[src/common/msx_bus_pkg.sv]
`default_nettype none

// Bus formats on both sides of the cartridge slot
package msx_bus_pkg;

    // Memory side address width, 2 MB of ROM space
    parameter int MEM_ADDR_W = 21;

    // One Z80 access as seen on the cartridge connector
    typedef struct packed {
        logic [15:0] addr;   // CPU address
        logic [7:0]  data;   // Write data, used for bank writes
        logic        rd;     // Read strobe
        logic        wr;     // Write strobe
    } cpu_bus_t;

    // Access towards ROM and SRAM chips
    typedef struct packed {
        logic [MEM_ADDR_W-1:0] addr;     // Linear memory address
        logic                  rnw;      // High for read
        logic                  ram_cs;   // ROM/RAM select
        logic                  sram_cs;  // Battery backed SRAM select
    } memory_bus_t;

    // Idle memory bus
    // All ones on addr and rnw so that AND merging keeps the other side
    parameter memory_bus_t MEM_BUS_IDLE = '{
        addr:    {MEM_ADDR_W{1'b1}},
        rnw:     1'b1,
        ram_cs:  1'b0,
        sram_cs: 1'b0
    };

    // Cartridge window on the CPU side is pages 1 and 2
    parameter logic [1:0] PAGE_1 = 2'b01;   // 0x4000 - 0x7FFF
    parameter logic [1:0] PAGE_2 = 2'b10;   // 0x8000 - 0xBFFF

endpackage

`default_nettype wire
[src/common/mapper_pkg.sv]
`default_nettype none

// Mapper selection and per mapper output format
package mapper_pkg;

    // Mapper kinds supported in this slot
    typedef enum logic [2:0] {
        MAPPER_NONE    = 3'd0,   // Slot empty, never answers
        MAPPER_OFFSET  = 3'd1,   // Plain linear ROM
        MAPPER_ASCII8  = 3'd2,   // Four 8 KB banks, SRAM capable
        MAPPER_ASCII16 = 3'd3,   // Two 16 KB banks, SRAM capable
        MAPPER_KONAMI  = 3'd4    // Konami without SCC
    } mapper_type_t;

    // Cartridge configuration
    typedef struct packed {
        mapper_type_t typ;       // Selected mapper
        logic [7:0]   rom_mask;  // Bank number AND mask, follows ROM size
        logic [7:0]   offset;    // Offset mapper start in 16 KB units
    } mapper_cfg_t;

    // What a single mapper hands to the combiner
    // Same layout as the memory bus so merging is field by field
    typedef struct packed {
        logic [msx_bus_pkg::MEM_ADDR_W-1:0] addr;
        logic                               rnw;
        logic                               ram_cs;
        logic                               sram_cs;
    } mapper_out_t;

    // Neutral value for AND/OR merging
    // Driven by every mapper that is not selected or has nothing to do
    parameter mapper_out_t MAPPER_IDLE = '{
        addr:    {msx_bus_pkg::MEM_ADDR_W{1'b1}},
        rnw:     1'b1,
        ram_cs:  1'b0,
        sram_cs: 1'b0
    };

    // Configuration after reset, no mapper
    parameter mapper_cfg_t MAPPER_CFG_RESET = '{
        typ:      MAPPER_NONE,
        rom_mask: 8'h00,
        offset:   8'h00
    };

endpackage

`default_nettype wire

[src/verilog/cart_slot.sv]
`timescale 1ns/1ns
`default_nettype none

// Cartridge slot top, configuration register in front of the mapper combiner
module cart_slot #(
    parameter int SRAM_ADDR_W = 13                  // 13 for 8 KB, 11 for 2 KB
) (
    input  wire                       clk,
    input  wire                       reset,
    input  wire msx_bus_pkg::cpu_bus_t   cpu,
    input  wire mapper_pkg::mapper_cfg_t cfg,
    output msx_bus_pkg::memory_bus_t     mem
);
    import mapper_pkg::*;

    mapper_cfg_t cfg_q;   // Configuration seen by all mappers

    // Mapper change lands on a clock edge, one cycle late
    always_ff @(posedge clk) begin
        if (reset) begin
            cfg_q <= MAPPER_CFG_RESET;   // No mapper after reset
        end else begin
            cfg_q <= cfg;
        end
    end

    mappers #(
        .SRAM_ADDR_W(SRAM_ADDR_W)
    ) mappers (
        .clk   (clk),
        .reset (reset),
        .cpu   (cpu),      // CPU access goes straight through, same cycle
        .cfg   (cfg_q),
        .mem   (mem)
    );

endmodule

`default_nettype wire

[src/mappers/mappers.sv]
`timescale 1ns/1ns
`default_nettype none

// Mapper combiner, every mapper runs and the unselected ones sit idle
module mappers #(
    parameter int SRAM_ADDR_W = 13
) (
    input  wire                       clk,
    input  wire                       reset,
    input  wire msx_bus_pkg::cpu_bus_t   cpu,
    input  wire mapper_pkg::mapper_cfg_t cfg,
    output msx_bus_pkg::memory_bus_t     mem
);
    import msx_bus_pkg::*;
    import mapper_pkg::*;

    mapper_out_t ascii8_out;    // Per mapper contributions
    mapper_out_t ascii16_out;
    mapper_out_t konami_out;
    mapper_out_t offset_out;

    mapper_ascii8 #(.SRAM_ADDR_W(SRAM_ADDR_W)) ascii8 (
        .clk(clk), .reset(reset), .cpu(cpu), .cfg(cfg), .out(ascii8_out)
    );

    mapper_ascii16 #(.SRAM_ADDR_W(SRAM_ADDR_W)) ascii16 (
        .clk(clk), .reset(reset), .cpu(cpu), .cfg(cfg), .out(ascii16_out)
    );

    mapper_konami konami (
        .clk(clk), .reset(reset), .cpu(cpu), .cfg(cfg), .out(konami_out)
    );

    mapper_offset offset (
        .cpu(cpu), .cfg(cfg), .out(offset_out)
    );

    // Idle mappers give all ones, so AND leaves the active one
    assign mem.addr = ascii8_out.addr & ascii16_out.addr
                    & konami_out.addr & offset_out.addr;
    assign mem.rnw  = ascii8_out.rnw & ascii16_out.rnw
                    & konami_out.rnw & offset_out.rnw;

    // Selects are zero when idle, OR collects them
    assign mem.ram_cs  = ascii8_out.ram_cs | ascii16_out.ram_cs
                       | konami_out.ram_cs | offset_out.ram_cs;
    assign mem.sram_cs = ascii8_out.sram_cs | ascii16_out.sram_cs
                       | konami_out.sram_cs | offset_out.sram_cs;

    // Only one chip on the memory bus at a time
    cs_exclusive: assert property (@(posedge clk) disable iff (reset)
        !(mem.ram_cs && mem.sram_cs));

    // Empty slot stays silent whatever the CPU does
    none_is_idle: assert property (@(posedge clk) disable iff (reset)
        cfg.typ == MAPPER_NONE |-> !mem.ram_cs && !mem.sram_cs);

endmodule

`default_nettype wire

[src/mappers/mapper_offset.sv]
`timescale 1ns/1ns
`default_nettype none

// Linear ROM, 0x4000 maps to the configured start
module mapper_offset (
    input  wire msx_bus_pkg::cpu_bus_t   cpu,
    input  wire mapper_pkg::mapper_cfg_t cfg,
    output mapper_pkg::mapper_out_t      out
);
    import msx_bus_pkg::*;
    import mapper_pkg::*;

    logic        sel;
    logic        in_range;
    logic [1:0]  page;       // Page relative to 0x4000
    logic [21:0] lin_addr;   // Offset * 16 KB + (addr - 0x4000)

    assign sel      = cfg.typ == MAPPER_OFFSET;
    assign in_range = cpu.addr[15:14] == PAGE_1 || cpu.addr[15:14] == PAGE_2;
    assign page     = cpu.addr[15:14] - 2'd1;
    assign lin_addr = {cfg.offset, 14'h0000} + {6'd0, page, cpu.addr[13:0]};

    always_comb begin
        out = MAPPER_IDLE;
        if (sel && in_range && cpu.rd) begin       // Reads only
            out.addr   = lin_addr[MEM_ADDR_W-1:0];
            out.ram_cs = 1'b1;
        end
    end

endmodule

`default_nettype wire

[src/mappers/mapper_konami.sv]
`timescale 1ns/1ns
`default_nettype none

// Konami mapper without SCC, first 8 KB window fixed
module mapper_konami (
    input  wire                       clk,
    input  wire                       reset,
    input  wire msx_bus_pkg::cpu_bus_t   cpu,
    input  wire mapper_pkg::mapper_cfg_t cfg,
    output mapper_pkg::mapper_out_t      out
);
    import msx_bus_pkg::*;
    import mapper_pkg::*;

    logic [3:1][7:0] bank;      // Switchable banks for 0x6000 0x8000 0xA000
    logic            sel;
    logic            in_range;
    logic [1:0]      win;       // Window index, 0 is the fixed one
    logic            reg_we;
    logic [7:0]      bank_cur;
    logic [20:0]     rom_addr;

    assign sel      = cfg.typ == MAPPER_KONAMI;
    assign in_range = cpu.addr[15:14] == PAGE_1 || cpu.addr[15:14] == PAGE_2;
    assign win      = {~cpu.addr[14], cpu.addr[13]};

    // Any write into a switchable window sets its bank
    assign reg_we   = sel && cpu.wr && in_range && win != 2'd0;

    always_comb begin
        case (win)
            2'd1:    bank_cur = bank[1];
            2'd2:    bank_cur = bank[2];
            2'd3:    bank_cur = bank[3];
            default: bank_cur = 8'h00;     // 0x4000 always bank 0
        endcase
    end

    assign rom_addr = {bank_cur & cfg.rom_mask, cpu.addr[12:0]};

    // Power up layout is banks 0 1 2 3
    always_ff @(posedge clk) begin
        if (reset) begin
            bank <= {8'd3, 8'd2, 8'd1};
        end else if (reg_we) begin
            bank[win] <= cpu.data;
        end
    end

    // ROM only, writes never reach memory
    always_comb begin
        out = MAPPER_IDLE;
        if (sel && in_range && cpu.rd) begin
            out.addr   = rom_addr[MEM_ADDR_W-1:0];
            out.ram_cs = 1'b1;
        end
    end

endmodule

`default_nettype wire

[src/mappers/mapper_ascii16.sv]
`timescale 1ns/1ns
`default_nettype none

// ASCII16 mapper with two 16 KB windows
module mapper_ascii16 #(
    parameter int SRAM_ADDR_W = 13                  // SRAM size in address bits
) (
    input  wire                       clk,
    input  wire                       reset,
    input  wire msx_bus_pkg::cpu_bus_t   cpu,
    input  wire mapper_pkg::mapper_cfg_t cfg,
    output mapper_pkg::mapper_out_t      out
);
    import msx_bus_pkg::*;
    import mapper_pkg::*;

    logic [1:0][7:0]       bank;       // Bank for 0x4000 and 0x8000 windows
    logic                  sel;
    logic                  in_range;
    logic                  reg_we;
    logic                  win;        // 0 low window, 1 high window
    logic [7:0]            bank_cur;
    logic                  is_sram;
    logic [21:0]           rom_addr;   // Full 8 bit bank reach, cut to bus width
    logic [MEM_ADDR_W-1:0] sram_addr;

    assign sel      = cfg.typ == MAPPER_ASCII16;
    assign in_range = cpu.addr[15:14] == PAGE_1 || cpu.addr[15:14] == PAGE_2;

    // 0x6000 - 0x67FF and 0x7000 - 0x77FF, the 0x_800 halves are ignored
    assign reg_we   = sel && cpu.wr && cpu.addr[15:13] == 3'b011 && !cpu.addr[11];

    assign win      = cpu.addr[15];
    assign bank_cur = bank[win];
    assign is_sram  = bank_cur[7] && win;          // Bank 0 with bit 7 stays ROM

    assign rom_addr  = {bank_cur & cfg.rom_mask, cpu.addr[13:0]};
    assign sram_addr = {{(MEM_ADDR_W-SRAM_ADDR_W){1'b0}}, cpu.addr[SRAM_ADDR_W-1:0]};

    // addr[12] picks the register
    always_ff @(posedge clk) begin
        if (reset) begin
            bank <= '0;
        end else if (reg_we) begin
            bank[cpu.addr[12]] <= cpu.data;
        end
    end

    always_comb begin
        out = MAPPER_IDLE;
        if (sel && in_range) begin
            if (cpu.rd) begin
                if (is_sram) begin
                    out.addr    = sram_addr;
                    out.sram_cs = 1'b1;
                end else begin
                    out.addr   = rom_addr[MEM_ADDR_W-1:0];
                    out.ram_cs = 1'b1;
                end
            end else if (cpu.wr && is_sram) begin
                // Register range lies in window 0 so never lands here
                out.addr    = sram_addr;
                out.rnw     = 1'b0;
                out.sram_cs = 1'b1;
            end
        end
    end

endmodule

`default_nettype wire

[src/mappers/mapper_ascii8.sv]
`timescale 1ns/1ns
`default_nettype none

// ASCII8 mapper with four 8 KB windows
module mapper_ascii8 #(
    parameter int SRAM_ADDR_W = 13                  // SRAM size in address bits
) (
    input  wire                       clk,
    input  wire                       reset,
    input  wire msx_bus_pkg::cpu_bus_t   cpu,
    input  wire mapper_pkg::mapper_cfg_t cfg,
    output mapper_pkg::mapper_out_t      out
);
    import msx_bus_pkg::*;
    import mapper_pkg::*;

    logic [3:0][7:0]       bank;       // Bank per window at 0x4000 0x6000 0x8000 0xA000
    logic                  sel;        // ASCII8 is the configured mapper
    logic                  in_range;   // Access inside 0x4000 - 0xBFFF
    logic                  reg_we;     // Bank register write this cycle
    logic [1:0]            win;        // Window of the current access
    logic [7:0]            bank_cur;   // Bank seen by the current access
    logic                  is_sram;    // Current window maps SRAM
    logic [20:0]           rom_addr;
    logic [MEM_ADDR_W-1:0] sram_addr;

    assign sel      = cfg.typ == MAPPER_ASCII8;
    assign in_range = cpu.addr[15:14] == PAGE_1 || cpu.addr[15:14] == PAGE_2;
    assign reg_we   = sel && cpu.wr && cpu.addr[15:13] == 3'b011;  // 0x6000 - 0x7FFF

    // 0x4000 -> 0, 0x6000 -> 1, 0x8000 -> 2, 0xA000 -> 3
    assign win      = {~cpu.addr[14], cpu.addr[13]};
    assign bank_cur = bank[win];
    assign is_sram  = bank_cur[7] && win[1];      // Only upper two windows hold SRAM

    assign rom_addr  = {bank_cur & cfg.rom_mask, cpu.addr[12:0]};
    assign sram_addr = {{(MEM_ADDR_W-SRAM_ADDR_W){1'b0}}, cpu.addr[SRAM_ADDR_W-1:0]};

    // Bank select with the register index from addr[12:11]
    always_ff @(posedge clk) begin
        if (reset) begin
            bank <= '0;
        end else if (reg_we) begin
            bank[cpu.addr[12:11]] <= cpu.data;
        end
    end

    // Read wins over write when both strobes are up
    always_comb begin
        out = MAPPER_IDLE;
        if (sel && in_range) begin
            if (cpu.rd) begin
                if (is_sram) begin
                    out.addr    = sram_addr;
                    out.sram_cs = 1'b1;
                end else begin
                    out.addr   = rom_addr[MEM_ADDR_W-1:0];
                    out.ram_cs = 1'b1;
                end
            end else if (cpu.wr && is_sram) begin
                out.addr    = sram_addr;   // Battery RAM write
                out.rnw     = 1'b0;
                out.sram_cs = 1'b1;
            end
        end
    end

    // Banks move only after an ASCII8 CPU write into 0x6000 - 0x7FFF
    bank_write_only: assert property (@(posedge clk) disable iff (reset)
        !$stable(bank) |-> $past(cpu.wr && cpu.addr >= 16'h6000 && cpu.addr <= 16'h7FFF
                                 && cfg.typ == MAPPER_ASCII8));

endmodule

`default_nettype wire

[config.mk]
export PLATFORM = sky130hd
export DESIGN_NAME = cart_slot
export DESIGN_NICKNAME = d
export VERILOG_FILES = /design/src/common/msx_bus_pkg.sv /design/src/common/mapper_pkg.sv /design/src/verilog/cart_slot.sv /design/src/mappers/mappers.sv /design/src/mappers/mapper_offset.sv /design/src/mappers/mapper_konami.sv /design/src/mappers/mapper_ascii16.sv /design/src/mappers/mapper_ascii8.sv
export SDC_FILE = /design/constraint.sdc
export NUM_CORES = 1
export LEC_CHECK = 0
export ABC_AREA = 1
export CELL_PAD_IN_SITES_DETAIL_PLACEMENT = 1
export CELL_PAD_IN_SITES_GLOBAL_PLACEMENT = 2
export CORE_ASPECT_RATIO = 1.75
export CORE_MARGIN = 2
export CORE_UTILIZATION = 34
export DETAILED_ROUTE_END_ITERATION = 10
export DONT_BUFFER_PORTS = 1
export PLACE_DENSITY_LB_ADDON = 0.25
export SLEW_MARGIN = 30
export SYNTH_ARGS = -nofsm -noshare
export SYNTH_HDL_FRONTEND = slang
export SYNTH_SLANG_ARGS = --single-unit
[constraint.sdc]
create_clock -name clk -period 3 [get_ports clk]
set_clock_uncertainty 0.1 [all_clocks]
set_input_delay 0.6 -clock clk [delete_from_list [all_inputs] [get_ports clk]]
set_output_delay 0.6 -clock clk [all_outputs]
set_load 0.05 [all_outputs]
==> impl_results.md <==
- Hold_buf cts: 0
- Top-area cell type share of the netlist area: 38.9%
- Post-route antenna net violation count: 0
- Slew @ Worst Pin: 557 ps
- Largest net degree at the start of global routing: 52
- Cell with the most instances after synthesis: nand2_1
- Wirelength, routed: 14.8 mm
- Longest Clk Path Bufs: 2
- Crit path launch type: input pin
- Final instance area: 5030 µm²
- Critical path type: in2out
- FF-to-FF setup slack: 1200 ps
- Syn avg cell area: 6.45 µm²
- Post-synth EDFFs: 0
- Die height: 157 µm
- MaxCap Viol Count: 0
- Initial antenna violation count: 0
- # diodes: 0
- Synth Net Count: 759
- Clock transition at path regs: 70 ps
- First-pass GRT wire length: 23.3 mm
- DP HPWL: 11.2 mm
- Area contributors post-synth: dfxtp_1, nand2_1, nor2_1
- Mean number of vias per cell: 4.96
- Worst Setup SP: cpu[24]
- Core Box Area: 13200 µm²
- Sink Count: 89
- Post-Syn Area: 4580 µm²
- Cells after Synth: 709
- Post-synthesis sequential area ratio: 38.9%
- Final Power: 2530 µW
- Asr flop ratio synth: 0%
- Vias in the first global route: 4505
- Latest clock arrival within the worst-skew pair: 340 ps
- Yosys Warn Count: 0
- Leakage power: 0.00216 µW
- I/O Buffers: 0
- HP Class: in2reg
- Worst Path Required: 2300 ps
- Period utilization: 94.5%
- Arrival time worst endpoint: 2140 ps
- Relative slew slack: 62.8%
- Pwr/cell area: 503 nW/µm²
- Library cells used by synthesis: 32
- H-tree depth: 3
- # rows: 56
- Peak supply drop: 0.215 mV
- Drt first pass iters: 4
- Status: complete, no violations
- Reg2reg end: mappers.ascii8.bank[24]
- CTS resizes: 0
- CTS tree: built
- Routed WL per cell: 16.8 µm
- Vias: 4368
- Fmax: 353 MHz
- Fin crit period: 2840 ps
- Reg area: 1780 µm²
- Area Overhead vs Synth: 9.95%
- Violation count after the first detailed-route iteration: 163
- Die area: 14400 µm²
- Critical path capture point type: primary output
- DRC viols: 0
- Total Nets Final: 752
- Fillers: 1751
- Top Ports: 71
- FF+latch count, synth: 89
- Reg2reg path depth: 6
- Fin. max-slew vios: 0
- RePlAce Congestion: 0.820
- Layout cells sized above 1: 8.91%
- CP Max Fanout: 9
- Footprint of the multi-input gates: 2250 µm²
- Placed Area: 4740 µm²
- Post-CTS setup buffers: 0
- # setup viols final: 0
- Commonest cells in the netlist: nand2_1, nor2_1, dfxtp_1
- RR Startpoint: cfg_q[18]
- Total CTS buffers: 9
- Starting density of the core: 34.6%
- Largest area contributor in the netlist: dfxtp_1
- Hold Fails Final Rpt: 0
- Worst setup path end: mem[21]
- RSZ-0062 raised after global routing: no
- Gr usage total: 20.9%
- Die W: 91.7 µm
- Synth Flop Type: dfxtp_1
- Root buffer cell: clkbuf_16
- Grt ovf: 0
-- critical path, cell delays in order --
cell     delay (ps)
inv_4            80
ha_1            180
inv_1            60
fa_2            350
inv_2            80
nand2_1          60
or2_2           270
nand3_1          70
nand3_1          80
nor2_2          160
buf_12          150
-- final cells by class --
class | count | share of cell area, %
clock buffer | 9 | 4.48
clock inverter | 7 | 1.24
inverter | 93 | 7.01
multi-input combinational | 493 | 44.6
sequential | 89 | 35.4
tap | 174 | 4.33
timing repair buffer | 16 | 2.88
-- cells by family (layout without fill, tap and decap cells) --
group / after synthesis / after routing / share of synthesized area, %
AO/OA/AOI/OAI: 92 / 92 / 10.4
buffers and inverters: 127 / 125 / 12.2
AND/OR/NAND/NOR: 398 / 398 / 37.4
flip-flops: 89 / 89 / 38.9
adder cells (fa/ha/maj): 3 / 3 / 0.984
-- registers in the layout, summed over array words and instances, names as in the netlist --
register / count
mappers.ascii8.bank: 32
mappers.konami.bank: 24
cfg_q: 18
mappers.ascii16.bank: 15
-- per-layer routing --
metal  GRT usage [%]  share of wire (%)
met1            22.1                 39
met2            40.8                 55
met3            3.69                3.1
met4            7.60                2.5
met5               0                  0
-- per-stage QoR --
| stage | TNS (ps) | setup slack [ps] | hold WS [ps] | cells | utilization, % |
|---|---|---|---|---|---|
| floorplan | -43.6 | -43.6 | 325 | 709 | - |
| global placement | 0 | 105 | 335 | 865 | 35.8 |
| detailed placement | 0 | 112 | 343 | 865 | 35.8 |
| CTS | 0 | 89.2 | 203 | 881 | 38.0 |
| global route | 0 | 22.1 | 212 | 881 | 38.0 |
| finish | 0 | 164 | 222 | 881 | 38.0 |
-- placed cells by master (no fill, tap or decap), types with 2 or more instances in the layout --
master,count
nand2_1,204
nor2_1,98
dfxtp_1,89
inv_1,86
nand3_1,63
a21oi_1,44
o21ai_0,38
buf_4,14
nand4_1,9
clkbuf_16,9
nand2_2,8
nor2_2,5
nand3_2,4
inv_2,4
o211ai_1,4
inv_6,3
nor2_4,2
or2_2,2
o22ai_1,2
o21ai_1,2
ha_1,2
clkinv_4,2
buf_12,2
-- where the power goes --
part           internal, µW  total (µW)  switching (µW)
clock                   580        1110             526
combinational          55.5         217             162
sequential             1200        1210            11.5
total                  1830        2530             699
-- worst min-delay path by stage --
| stage | startpoint | to | slack [ps] | cells after the start |
|---|---|---|---|---|
| floorplan | mappers.ascii8.bank[0] | mappers.ascii8.bank[0] | 320 | 2 |
| global placement | mappers.ascii8.bank[24] | mappers.ascii8.bank[24] | 340 | 2 |
| detailed placement | mappers.ascii8.bank[6] | mappers.ascii8.bank[6] | 340 | 2 |
| CTS | reset | mappers.konami.bank[18] | 200 | 1 |
| global route | reset | mappers.konami.bank[23] | 210 | 1 |
| finish | reset | cfg_q[12] | 220 | 1 |
Power figures use the tool's default switching activity.
